`config.mk`:
```
export PLATFORM = sky130hd
export DESIGN_NAME = command_unit
export DESIGN_NICKNAME = d
export VERILOG_FILES = /design/src/verilog/cmd_pkg.sv /design/src/verilog/cmd_fifo.sv /design/src/verilog/cmd_arbiter.sv /design/src/verilog/credit_counter.sv /design/src/verilog/command_issue.sv /design/src/verilog/response_router.sv /design/src/verilog/command_unit.sv
export SDC_FILE = /design/constraint.sdc
export NUM_CORES = 1
export LEC_CHECK = 0
export BUFFER_PORTS_ARGS = -buffer_cell sky130_fd_sc_hd__buf_2
export CAP_MARGIN = 15
export CORE_MARGIN = 3
export CORE_UTILIZATION = 40
export CTS_CLUSTER_DIAMETER = 60
export DETAILED_ROUTE_END_ITERATION = 16
export GPL_ROUTABILITY_DRIVEN = 0
export PLACE_DENSITY = 0.54
export REMOVE_ABC_BUFFERS = 1
export SLEW_MARGIN = 5
export SYNTH_ARGS = -nofsm -noshare
export SYNTH_HDL_FRONTEND = slang
export SYNTH_SLANG_ARGS = --single-unit
export TNS_END_PERCENT = 5
```
`constraint.sdc`:
```
create_clock -name clock -period 8.95 [get_ports clock]
set_clock_uncertainty 0.2 [all_clocks]
set_input_delay 1.3425 -clock clock [delete_from_list [all_inputs] [get_ports clock]]
set_output_delay 1.3425 -clock clock [all_outputs]
set_load 0.01 [all_outputs]
```
`src/verilog/cmd_pkg.sv`:
```
package cmd_pkg;

	////////////////////
	// Command word
	////////////////////

	// Opcode and address carried through each queue
	localparam int opcode_w = 8;
	localparam int addr_w   = 32;

	// Tag layout, class in the top bits, sequence below
	localparam int tag_w   = 8;
	localparam int class_w = 2;
	localparam int seq_w   = 6;

	// Class codes, also the bit index into grant and done vectors
	localparam logic [class_w-1:0] cls_read    = 2'd0;
	localparam logic [class_w-1:0] cls_write   = 2'd1;
	localparam logic [class_w-1:0] cls_wed     = 2'd2;
	localparam logic [class_w-1:0] cls_restart = 2'd3;

	////////////////////
	// Response side
	////////////////////

	// Zero code is done, anything else an error
	localparam int code_w = 8;

	// Host command credits
	localparam int credit_w     = 8;
	localparam int init_credits = 8;

	////////////////////
	// Queue sizing
	////////////////////

	// Read and write queues
	localparam int bulk_depth    = 16;
	// Wed and restart queues
	localparam int ctrl_depth    = 2;
	// Free entries left when almost_full rises
	localparam int almost_margin = 1;

endpackage

```
`src/verilog/cmd_fifo.sv`:
```
`timescale 1ns/1ps

module cmd_fifo import cmd_pkg::*; #(
	parameter int width = 40,
	parameter int depth = 16
) (
	input  logic             clock,
	input  logic             rst_n,
	input  logic             push,
	input  logic [width-1:0] data_in,
	input  logic             pop,
	output logic [width-1:0] data_out,
	output logic             full,
	output logic             almost_full,
	output logic             empty
);

	// Pointer and occupancy widths
	localparam int ptr_w = (depth > 1) ? $clog2(depth) : 1;
	localparam int cnt_w = $clog2(depth + 1);

	logic [width-1:0] mem [depth];
	logic [ptr_w-1:0] wr_ptr;
	logic [ptr_w-1:0] rd_ptr;
	logic [cnt_w-1:0] count;
	logic             do_push;
	logic             do_pop;

	// Wrap at depth, works for any depth
	function automatic logic [ptr_w-1:0] next_ptr(input logic [ptr_w-1:0] ptr);
		if (ptr == ptr_w'(depth - 1))
			return '0;
		return ptr + 1'b1;
	endfunction

	// Drop push when full, drop pop when empty
	assign do_push = push && !full;
	assign do_pop  = pop && !empty;

	// Storage, no reset
	always_ff @(posedge clock) begin
		if (do_push)
			mem[wr_ptr] <= data_in;
	end

	// Pointers and occupancy
	always_ff @(posedge clock) begin
		if (!rst_n) begin
			wr_ptr <= '0;
			rd_ptr <= '0;
			count  <= '0;
		end else begin
			if (do_push)
				wr_ptr <= next_ptr(wr_ptr);
			if (do_pop)
				rd_ptr <= next_ptr(rd_ptr);
			case ({do_push, do_pop})
				2'b10:   count <= count + 1'b1;
				2'b01:   count <= count - 1'b1;
				default: count <= count;
			endcase
		end
	end

	// Show-ahead head and flags
	assign data_out    = mem[rd_ptr];
	assign empty       = (count == '0);
	assign full        = (count == cnt_w'(depth));
	assign almost_full = (count >= cnt_w'(depth - almost_margin));

endmodule

```
`src/verilog/cmd_arbiter.sv`:
```
`timescale 1ns/1ps

module cmd_arbiter import cmd_pkg::*; (
	input  logic       read_empty,
	input  logic       write_empty,
	input  logic       wed_empty,
	input  logic       restart_empty,
	input  logic       credit_avail,
	output logic [3:0] grant
);

	////////////////////
	// Fixed priority
	////////////////////

	// Restart first, then wed, then read, then write
	// Grant is also the pop vector of the queues
	always_comb begin
		grant = '0;
		// Nothing issues without a host credit
		if (credit_avail) begin
			if (!restart_empty) begin
				grant[cls_restart] = 1'b1;
			end else if (!wed_empty) begin
				grant[cls_wed] = 1'b1;
			end else if (!read_empty) begin
				// Bulk traffic only when no control command waits
				grant[cls_read] = 1'b1;
			end else if (!write_empty) begin
				grant[cls_write] = 1'b1;
			end
		end
	end

	// At most one bit set, so one command per cycle

endmodule

```
`src/verilog/credit_counter.sv`:
```
`timescale 1ns/1ps

module credit_counter import cmd_pkg::*; (
	input  logic                clock,
	input  logic                rst_n,
	input  logic                issue,
	input  logic                response_valid,
	input  logic [credit_w-1:0] response_credits,
	output logic [credit_w-1:0] credit_count,
	output logic                credit_avail
);

	// Credits handed back by this response
	logic [credit_w-1:0] returned;

	assign returned = response_valid ? response_credits : '0;

	// One credit per issued command, returns added the same cycle
	always_ff @(posedge clock) begin
		if (!rst_n)
			credit_count <= credit_w'(init_credits);
		else
			credit_count <= credit_count - credit_w'(issue) + returned;
	end

	// Any credit left lets the arbiter grant
	assign credit_avail = (credit_count != '0);

endmodule

```
`src/verilog/command_issue.sv`:
```
`timescale 1ns/1ps

module command_issue import cmd_pkg::*; (
	input  logic                clock,
	input  logic                rst_n,
	input  logic [3:0]          grant,
	input  logic [opcode_w-1:0] read_opcode,
	input  logic [opcode_w-1:0] write_opcode,
	input  logic [opcode_w-1:0] wed_opcode,
	input  logic [opcode_w-1:0] restart_opcode,
	input  logic [addr_w-1:0]   read_address,
	input  logic [addr_w-1:0]   write_address,
	input  logic [addr_w-1:0]   wed_address,
	input  logic [addr_w-1:0]   restart_address,
	output logic                command_valid,
	output logic [opcode_w-1:0] command_opcode,
	output logic [addr_w-1:0]   command_address,
	output logic [tag_w-1:0]    command_tag
);

	logic [class_w-1:0]  sel_class;
	logic [opcode_w-1:0] sel_opcode;
	logic [addr_w-1:0]   sel_address;
	logic [seq_w-1:0]    seq;
	logic                issue;

	assign issue = |grant;

	// Head mux, grant is one-hot
	always_comb begin
		sel_class   = cls_read;
		sel_opcode  = read_opcode;
		sel_address = read_address;
		if (grant[cls_write]) begin
			sel_class   = cls_write;
			sel_opcode  = write_opcode;
			sel_address = write_address;
		end else if (grant[cls_wed]) begin
			sel_class   = cls_wed;
			sel_opcode  = wed_opcode;
			sel_address = wed_address;
		end else if (grant[cls_restart]) begin
			sel_class   = cls_restart;
			sel_opcode  = restart_opcode;
			sel_address = restart_address;
		end
	end

	// Valid strobe and sequence count, wraps at 64
	always_ff @(posedge clock) begin
		if (!rst_n) begin
			command_valid <= 1'b0;
			seq           <= '0;
		end else begin
			command_valid <= issue;
			if (issue)
				seq <= seq + 1'b1;
		end
	end

	// Bus payload, tag is class over sequence
	always_ff @(posedge clock) begin
		if (issue) begin
			command_opcode  <= sel_opcode;
			command_address <= sel_address;
			command_tag     <= {sel_class, seq};
		end
	end

endmodule

```
`src/verilog/response_router.sv`:
```
`timescale 1ns/1ps

module response_router import cmd_pkg::*; (
	input  logic              clock,
	input  logic              rst_n,
	input  logic              response_valid,
	input  logic [tag_w-1:0]  response_tag,
	input  logic [code_w-1:0] response_code,
	output logic              read_done,
	output logic              write_done,
	output logic              wed_done,
	output logic              restart_done,
	output logic [code_w-1:0] done_code,
	output logic [3:0]        response_error
);

	logic [class_w-1:0] resp_class;
	logic [3:0]         done_q;

	// Class lives in the top bits of the tag
	assign resp_class = response_tag[tag_w-1 -: class_w];

	////////////////////
	// Done and error
	////////////////////

	// One-cycle pulse per response, sticky error on non-zero code
	always_ff @(posedge clock) begin
		if (!rst_n) begin
			done_q         <= '0;
			response_error <= '0;
		end else begin
			done_q <= '0;
			if (response_valid) begin
				done_q[resp_class] <= 1'b1;
				if (response_code != '0)
					response_error[resp_class] <= 1'b1;
			end
		end
	end

	// Code travels with the pulse
	always_ff @(posedge clock) begin
		if (response_valid)
			done_code <= response_code;
	end

	// Per-class pulses
	assign read_done    = done_q[cls_read];
	assign write_done   = done_q[cls_write];
	assign wed_done     = done_q[cls_wed];
	assign restart_done = done_q[cls_restart];

endmodule

```
`src/verilog/command_unit.sv`:
```
`timescale 1ns/1ps

module command_unit import cmd_pkg::*; (
	input  logic                clock,
	input  logic                rst_n,
	// Read queue
	input  logic                read_push,
	input  logic [opcode_w-1:0] read_opcode,
	input  logic [addr_w-1:0]   read_address,
	output logic                read_full,
	output logic                read_almost_full,
	// Write queue
	input  logic                write_push,
	input  logic [opcode_w-1:0] write_opcode,
	input  logic [addr_w-1:0]   write_address,
	output logic                write_full,
	output logic                write_almost_full,
	// Wed queue
	input  logic                wed_push,
	input  logic [opcode_w-1:0] wed_opcode,
	input  logic [addr_w-1:0]   wed_address,
	output logic                wed_full,
	output logic                wed_almost_full,
	// Restart queue
	input  logic                restart_push,
	input  logic [opcode_w-1:0] restart_opcode,
	input  logic [addr_w-1:0]   restart_address,
	output logic                restart_full,
	output logic                restart_almost_full,
	// Command bus
	output logic                command_valid,
	output logic [opcode_w-1:0] command_opcode,
	output logic [addr_w-1:0]   command_address,
	output logic [tag_w-1:0]    command_tag,
	// Host responses
	input  logic                response_valid,
	input  logic [tag_w-1:0]    response_tag,
	input  logic [code_w-1:0]   response_code,
	input  logic [credit_w-1:0] response_credits,
	output logic [credit_w-1:0] credit_count,
	// Routed responses
	output logic                read_done,
	output logic                write_done,
	output logic                wed_done,
	output logic                restart_done,
	output logic [code_w-1:0]   done_code,
	output logic [3:0]          response_error
);

	// Queue heads
	logic [opcode_w-1:0] read_head_opcode;
	logic [opcode_w-1:0] write_head_opcode;
	logic [opcode_w-1:0] wed_head_opcode;
	logic [opcode_w-1:0] restart_head_opcode;
	logic [addr_w-1:0]   read_head_address;
	logic [addr_w-1:0]   write_head_address;
	logic [addr_w-1:0]   wed_head_address;
	logic [addr_w-1:0]   restart_head_address;

	// Empty flags, grant and credits
	logic       read_empty;
	logic       write_empty;
	logic       wed_empty;
	logic       restart_empty;
	logic [3:0] grant;
	logic       credit_avail;

	////////////////////
	// Command queues
	////////////////////

	// Bulk queues, deep
	cmd_fifo #(.width(opcode_w + addr_w), .depth(bulk_depth)) read_fifo (
		.clock       (clock),
		.rst_n       (rst_n),
		.push        (read_push),
		.data_in     ({read_opcode, read_address}),
		.pop         (grant[cls_read]),
		.data_out    ({read_head_opcode, read_head_address}),
		.full        (read_full),
		.almost_full (read_almost_full),
		.empty       (read_empty)
	);

	cmd_fifo #(.width(opcode_w + addr_w), .depth(bulk_depth)) write_fifo (
		.clock       (clock),
		.rst_n       (rst_n),
		.push        (write_push),
		.data_in     ({write_opcode, write_address}),
		.pop         (grant[cls_write]),
		.data_out    ({write_head_opcode, write_head_address}),
		.full        (write_full),
		.almost_full (write_almost_full),
		.empty       (write_empty)
	);

	// Control queues, shallow
	cmd_fifo #(.width(opcode_w + addr_w), .depth(ctrl_depth)) wed_fifo (
		.clock       (clock),
		.rst_n       (rst_n),
		.push        (wed_push),
		.data_in     ({wed_opcode, wed_address}),
		.pop         (grant[cls_wed]),
		.data_out    ({wed_head_opcode, wed_head_address}),
		.full        (wed_full),
		.almost_full (wed_almost_full),
		.empty       (wed_empty)
	);

	cmd_fifo #(.width(opcode_w + addr_w), .depth(ctrl_depth)) restart_fifo (
		.clock       (clock),
		.rst_n       (rst_n),
		.push        (restart_push),
		.data_in     ({restart_opcode, restart_address}),
		.pop         (grant[cls_restart]),
		.data_out    ({restart_head_opcode, restart_head_address}),
		.full        (restart_full),
		.almost_full (restart_almost_full),
		.empty       (restart_empty)
	);

	////////////////////
	// Issue path
	////////////////////

	cmd_arbiter arbiter (
		.read_empty    (read_empty),
		.write_empty   (write_empty),
		.wed_empty     (wed_empty),
		.restart_empty (restart_empty),
		.credit_avail  (credit_avail),
		.grant         (grant)
	);

	command_issue issue_stage (
		.clock           (clock),
		.rst_n           (rst_n),
		.grant           (grant),
		.read_opcode     (read_head_opcode),
		.write_opcode    (write_head_opcode),
		.wed_opcode      (wed_head_opcode),
		.restart_opcode  (restart_head_opcode),
		.read_address    (read_head_address),
		.write_address   (write_head_address),
		.wed_address     (wed_head_address),
		.restart_address (restart_head_address),
		.command_valid   (command_valid),
		.command_opcode  (command_opcode),
		.command_address (command_address),
		.command_tag     (command_tag)
	);

	// Any grant spends one credit
	credit_counter credits (
		.clock            (clock),
		.rst_n            (rst_n),
		.issue            (|grant),
		.response_valid   (response_valid),
		.response_credits (response_credits),
		.credit_count     (credit_count),
		.credit_avail     (credit_avail)
	);

	////////////////////
	// Response path
	////////////////////

	response_router router (
		.clock          (clock),
		.rst_n          (rst_n),
		.response_valid (response_valid),
		.response_tag   (response_tag),
		.response_code  (response_code),
		.read_done      (read_done),
		.write_done     (write_done),
		.wed_done       (wed_done),
		.restart_done   (restart_done),
		.done_code      (done_code),
		.response_error (response_error)
	);

endmodule

```
==> metrics.yaml, run 1 <==
clock_network:
  postCtsHoldBufs: 0
  cts_tree: "done"
  clock-root-buffer: "clkbuf_16"
  cts_buffers: 166
  cts_setup_buffers: 0
  clock_latency_ps: 790
  cts_buffer_depth: 3
  cts.reportedPaths.clkPinSlew_ps: 60
  cts_resized: 0
  htreeDepth: 4
  clock-sinks: 1563
critical_path:
  r2r_slack_ps: 4850
  cp-start-kind: "register"
  crit_family: "compound AO/OA/AOI/OAI gates"
  cpPeakStageDelay_ps: 900
  cp_cell_sequence: "inv_1 > ha_1 > and2_1 > a21boi_1 > nand2_1 > inv_1 > ha_1 > ha_1 > a21o_1 > a21oi_1 > xor2_1 > or3_1 > a21boi_0"
  critPathArrivalTime_ps: 4600
  worst_setup_path_end_kind: "register"
  critical_path.max_fanout: 10
  path_buf_inv: 2
  worstSetupPathType: "register to register"
  cp_slowest_cell: "a21boi_1"
  worst_path_most_repeated_cell: "ha_1"
  crit_required_ps: 9460
hold_path:
  hold_class: "register to register"
synth:
  yosysSeqAreaShare: 0.761
  ys_async_sr_fraction: 0
  syn_area_sq_um: 60800
  synth_edf_count: 1496
  ys_warn_count: 0
  synth_seq_cells: 1563
  syn_inst: 3013
  synth_cell_types: 52
  ys.flop_type: "edfxtp_1"
  synth.avg_cell_area_sq_um: 20.2
route:
  viasPerCell: 5.40
  wire_per_inst_microns: 27.1
  drt_wl_total_microns: 150000
  drc_errors: 0
  vias: 29800
  dr.pass1.iters: 7
  drtIter0Drc: 2242
  antenna_left: 0
global_routing:
  grt_pass1_wl_microns: 215000
  grt_pass1_vias: 31300
  antenna_found_initial: 39
  grtUsageTotal: 0.191
  grt-ovfl-total: 0
  grt_max_degree: 144
placement:
  dp_hpwl_microns: 83600
  port_buffers: 265
floorplan:
  start_util: 0.404
  dieArea_sq_um: 157000
  rows: 142
  die_w_microns: 396
  io_pins: 272
  die_y_microns: 396
  core_area_sq_um: 150000
sta:
  fin_crit_sh: 0.458
  tightestPinTransition_ps: 1090
  finalSetupViolCount: 0
  tns_ps: 0
  clock.fmax_mhz: 244
  timing.slew.headroom: 0.269
  fin_crit_ps: 4100
  final_hold_viol_count: 0
  slew_violations: 0
  rsz0062_at_grt: "no"
job:
  max-cap-violations: 0
pwr:
  p_leak_nw: 22.4
  p_per_area_nw_per_um2: 272
  fin_total_pwr_w: 0.0191
  irDropWorstVdd_mv: 0.199
finish:
  area_growth_pct: 15.7
  nNetsFinal: 3579
  fillers: 12500
  drive_gt1_frac: 0.275
run_status:
  status: "finished clean"
==> final timing paths <==
kind                         startpoint                    endpoint  cells past startpoint
setup / recovery  restart_fifo.count[0]          read_fifo.count[4]                     13
setup reg to reg  restart_fifo.count[0]          read_fifo.count[4]                     13
hold / removal       issue_stage.seq[5]  issue_stage.command_tag[5]                      0
hold reg to reg      issue_stage.seq[5]  issue_stage.command_tag[5]                      0
==> cell usage after synthesis, types with 4 or more instances <==
master     instances  area (sq um)
o21a_1             6          45.0
or3_1              5          31.3
a211o_1           40           350
a21o_1             6          45.0
inv_1             46           173
ha_1              40           500
xor2_1             8          70.1
nand2b_1           9          56.3
mux2i_1          325          3250
nand3_1           13          65.1
a21boi_0           7          52.6
buf_2             39           195
buf_1             28           105
o22ai_1           40           250
nand2_1           36           135
a21oi_1           14          70.1
edfxtp_1        1496         44900
a31oi_1            4          25.0
xnor2_1           17           149
nor2b_1           53           332
a211oi_1          40           300
mux2_2            40           450
dfxtp_1           67          1340
nor3_1            13          65.1
clkbuf_1          96           360
a22oi_1           42           315
a2111oi_2         38           571
mux4_2           242          5450
nor2_1            80           300
o21ai_0           54           270
and2_1            31           194
==> area by class of cell <==
| cell class | instances | area, sq um | area share |
|---|---|---|---|
| antenna | 17 | 42.5 | 0.000605 |
| clock buffer | 201 | 4390 | 0.0624 |
| clock inverter | 105 | 1070 | 0.0153 |
| inverter | 46 | 173 | 0.00246 |
| multi-input combinational | 1241 | 14000 | 0.199 |
| sequential | 1563 | 46300 | 0.658 |
| tap | 2016 | 2520 | 0.0359 |
| timing repair buffer | 327 | 1820 | 0.0258 |
==> registers in the layout, indices dropped and copies added (netlist names), 2 cells and up, named ones only <==
register	count
issue_stage.command_tag	8
issue_stage.command_address	32
write_fifo.rd_ptr	4
router.response_error	4
issue_stage.command_opcode	8
wed_fifo.mem	80
restart_fifo.mem	80
read_fifo.wr_ptr	4
read_fifo.mem	640
router.done_code	8
restart_fifo.count	2
write_fifo.wr_ptr	4
write_fifo.mem	640
read_fifo.count	5
issue_stage.seq	6
read_fifo.rd_ptr	4
router.done_q	4
credits.credit_count	8
wed_fifo.count	2
write_fifo.count	5
==> cells in the final DEF, fill, tap and decap left out, drive strengths merged, types with 13 or more instances in the layout <==
master,n
clkinv,67
xnor2,17
and2,31
clkbuf,201
nor2,80
mux2i,325
o22ai,40
a2111oi,39
buf,327
nor3,13
diode,17
ha,40
clkinvlp,14
nand3,13
mux2,40
nor2b,53
a211oi,41
a211o,40
edfxtp,1496
nand2,36
bufinv,15
mux4,242
inv,55
dfxtp,67
o21ai,56
a22oi,42
a21oi,14
==> per-stage QoR <==
stage / area [sq um] / hold WS, ps / utilization / setup slack [ps] / std cells
floorplan: 60100 / 228 / - / -132 / 2850
global placement: 64800 / 239 / 0.431 / 4470 / 5193
detailed placement: 64800 / 245 / 0.431 / 4400 / 5193
CTS: 70300 / 260 / 0.467 / 4820 / 5499
global route: 70300 / 284 / 0.467 / 4410 / 5501
finish: 70300 / 259 / 0.467 / 4850 / 5516
==> per-layer routing <==
| metal | GRT usage | part of all wire | up-vias |
|---|---|---|---|
| met5 | 0 | 0.00076 | - |
| met4 | 0.0479 | 0.020 | 18 |
| met3 | 0.0423 | 0.057 | 234 |
| met2 | 0.333 | 0.52 | 720 |
| met1 | 0.242 | 0.40 | 15800 |
| li1 | - | - | 13000 |
==> worst reg2reg max path: cells and delay by family (launching register included) <==
family / cells / cell delay (ps)
fa+ha+maj: 3 / 870
simple gates: 3 / 890
xor+xnor: 1 / 110
compound gates: 4 / 1450
flops: 1 / 320
buf+inv: 2 / 190
==> cell families (layout without fill, tap and decap cells) <==
family,count (synthesis),count (layout),synth area share
buf+inv,209,679,0.0137
compound gates,308,308,0.0402
simple gates,258,258,0.0218
other cells,0,17,0
fa+ha+maj,43,43,0.00922
flops,1563,1563,0.761
xor+xnor,25,25,0.00360
mux,607,607,0.151
==> power breakdown <==
part	internal [W]	switching (W)	total, W
Combinational	0.00130	0.00223	0.00353
Clock	0.00396	0.00281	0.00677
Sequential	0.00855	0.000244	0.00879
Total	0.0138	0.00528	0.0191
Note: power is estimated with default switching activity, not from simulation.
==> run 2: changes to the inputs <==
--- a/config.mk
+++ b/config.mk
@@ -12,7 +12,7 @@
 export CTS_CLUSTER_DIAMETER = 60
 export DETAILED_ROUTE_END_ITERATION = 16
 export GPL_ROUTABILITY_DRIVEN = 0
-export PLACE_DENSITY = 0.54
+export PLACE_DENSITY = 0.56
 export REMOVE_ABC_BUFFERS = 1
 export SLEW_MARGIN = 5
 export SYNTH_ARGS = -nofsm -noshare
==> constraint.sdc (replaced) <==
create_clock -name clock -period 3.5 [get_ports clock]
set_clock_uncertainty 0.2 [all_clocks]
set_input_delay 0.525 -clock clock [delete_from_list [all_inputs] [get_ports clock]]
set_output_delay 0.525 -clock clock [all_outputs]
set_load 0.01 [all_outputs]
==> run 2 against run 1 <==
  * Worst hold slack worse by 140 ps
  * Sequential share of layout area down 2.3 points
  * Total power rose to 2.5 times the previous value
  * Fmax up 23%
  * Critical path depth down 1
  * Register-to-register slack worse by 4700 ps
  * First-iteration DRC count up 6.6%
  * Cell count up 4.6%
  * Setup slack worse by 4700 ps
  * Core utilization up 1.7 points
  * Count of clock-buffer cells in the layout up 1
==> metrics.yaml, run 2 (same netlist as run 1, synthesis figures left out) <==
run_status:
  status: "finished clean"
finish:
  stdcell_count: 5767
  regArea_sq_um: 46300
  design_area_sq_um: 72900
  area_growth_pct: 19.8
  fillers: 12500
  drive_gt1_frac: 0.273
  nNetsFinal: 3863
  multi_input_area_sq_um: 14000
  most-common-layout-cells: "1496 x edfxtp_1, 325 x mux2i_1, 265 x buf_2"
  mostFrequentLayoutCell: "edfxtp_1"
  top_regs: "read_fifo.mem x640, write_fifo.mem x640"
pwr:
  p_per_area_nw_per_um2: 666
  p_leak_nw: 23.6
  irDropWorstVdd_mv: 0.472
floorplan:
  core_area_sq_um: 150000
  dieArea_sq_um: 157000
  die_y_microns: 396
  die_w_microns: 396
  io_pins: 272
  start_util: 0.404
  rows: 142
hold_path:
  hold_class: "primary input to register"
route:
  drc_errors: 0
  vias: 30800
  dr.pass1.iters: 5
  drtIter0Drc: 2389
  viasPerCell: 5.34
  drt_wl_total_microns: 152000
  antenna_left: 0
  wire_per_inst_microns: 26.3
placement:
  dp_hpwl_microns: 89200
  placed_cell_area_sq_um: 66200
  dpl_worst_slack_ps: 19.0
  post-place-cells: 5303
  port_buffers: 265
global_routing:
  grtUsageTotal: 0.192
  grt_pass1_wl_microns: 219000
  grt-ovfl-total: 0
  grt_max_degree: 64
  antenna_found_initial: 15
  grt_pass1_vias: 31400
clock_network:
  cts.reportedPaths.clkPinSlew_ps: 60
  clock-root-buffer: "clkbuf_16"
  cts_tree: "done"
  cts_buffer_depth: 3
  htreeDepth: 4
  clock-sinks: 1563
  cts_buffers: 165
  clock_latency_ps: 770
critical_path:
  critPathCapture: "credits.credit_count[7]"
  worst_setup_path_end_kind: "register"
  cp.depth: 12
  startpoint: "read_fifo.count[0]"
  timing.rr.end: "credits.credit_count[7]"
  ff2ff_path_depth: 12
  r2r-start: "read_fifo.count[0]"
  r2r_slack_ps: 170
  path_buf_inv: 2
  crit_required_ps: 3970
  cpPeakStageDelay_ps: 570
  cp_cell_sequence: "or4_4 > nor4b_4 > buf_4 > a21oi_4 > ha_1 > inv_1 > ha_1 > a21oi_1 > o211ai_1 > a2111oi_0 > o21ai_0 > and3_1"
  critical_path.max_fanout: 2
  cp_slowest_cell: "or4_4"
  crit_family: "compound AO/OA/AOI/OAI gates"
  worst_path_most_repeated_cell: "ha_1"
  critPathArrivalTime_ps: 3800
  worstSetupPathType: "register to register"
  cp-start-kind: "register"
job:
  max-cap-violations: 0
sta:
  final_hold_viol_count: 0
  rsz0062_at_grt: "no"
  tns_ps: 0
  fin_crit_sh: 0.952
  timing.slew.headroom: 0.400
  tightestPinTransition_ps: 899
  fin_crit_ps: 3330
  finalSetupViolCount: 0
  whs_ps: 121
  slew_violations: 0
  fin_ws_ps: 167
  clock.fmax_mhz: 300
run 2: worst min-delay path by stage:
stage	cells after the start	startpoint	to	slack [ps]
global placement	0	issue_stage.seq[5]	issue_stage.command_tag[5]	250
global route	5	response_credits[1]	credits.credit_count[1]	120
detailed placement	0	issue_stage.seq[5]	issue_stage.command_tag[5]	250
CTS	5	response_credits[1]	credits.credit_count[1]	70
finish	5	response_credits[1]	credits.credit_count[1]	120
floorplan	0	issue_stage.seq[5]	issue_stage.command_tag[5]	230
run 2: timing repair:
item / CTS / global route
buffers inserted: 0 / 1
setup endpoints to repair: 1 / 2
endpoints found under the hold margin: 1466 / 0
resized for setup: 1 / 3
pin swaps: 0 / 1
hold buffers: 174 / 0
run 2: per-layer routing:
layer  up-vias  part of all wire  track usage
li1      13600                 -            -
met1     16300              0.43        0.263
met2       761              0.49        0.317
met3       212             0.053       0.0362
met4        10             0.023       0.0524
met5         -           0.00048            0
run 2: tightest hold or removal path: cells and delay by family:
kind	cells	cell delay, ps
buffers and inverters	1	100
and+or+nand+nor	2	110
adders and majority gates	2	320
run 2: where the power goes:
| group | switching [W] | internal, W |
|---|---|---|
| registers | 0.000585 | 0.0219 |
| clock network | 0.00695 | 0.00912 |
| logic | 0.00592 | 0.00411 |
run 2: per-stage QoR:
stage           util  power, W
2_1_floorplan      -    0.0284
6_report       0.484    0.0485
3_3_place_gp   0.440    0.0327
3_5_place_dp   0.440    0.0328
5_1_grt        0.484    0.0505
4_1_cts        0.484    0.0491
run 2: final cells by class:
class                      instances  share of cell area
antenna                            8            0.000275
clock buffer                     202              0.0589
clock inverter                    79             0.00841
inverter                          46             0.00237
multi-input combinational       1241               0.192
sequential                      1563               0.635
tap                             2016              0.0346
timing repair buffer             612              0.0677
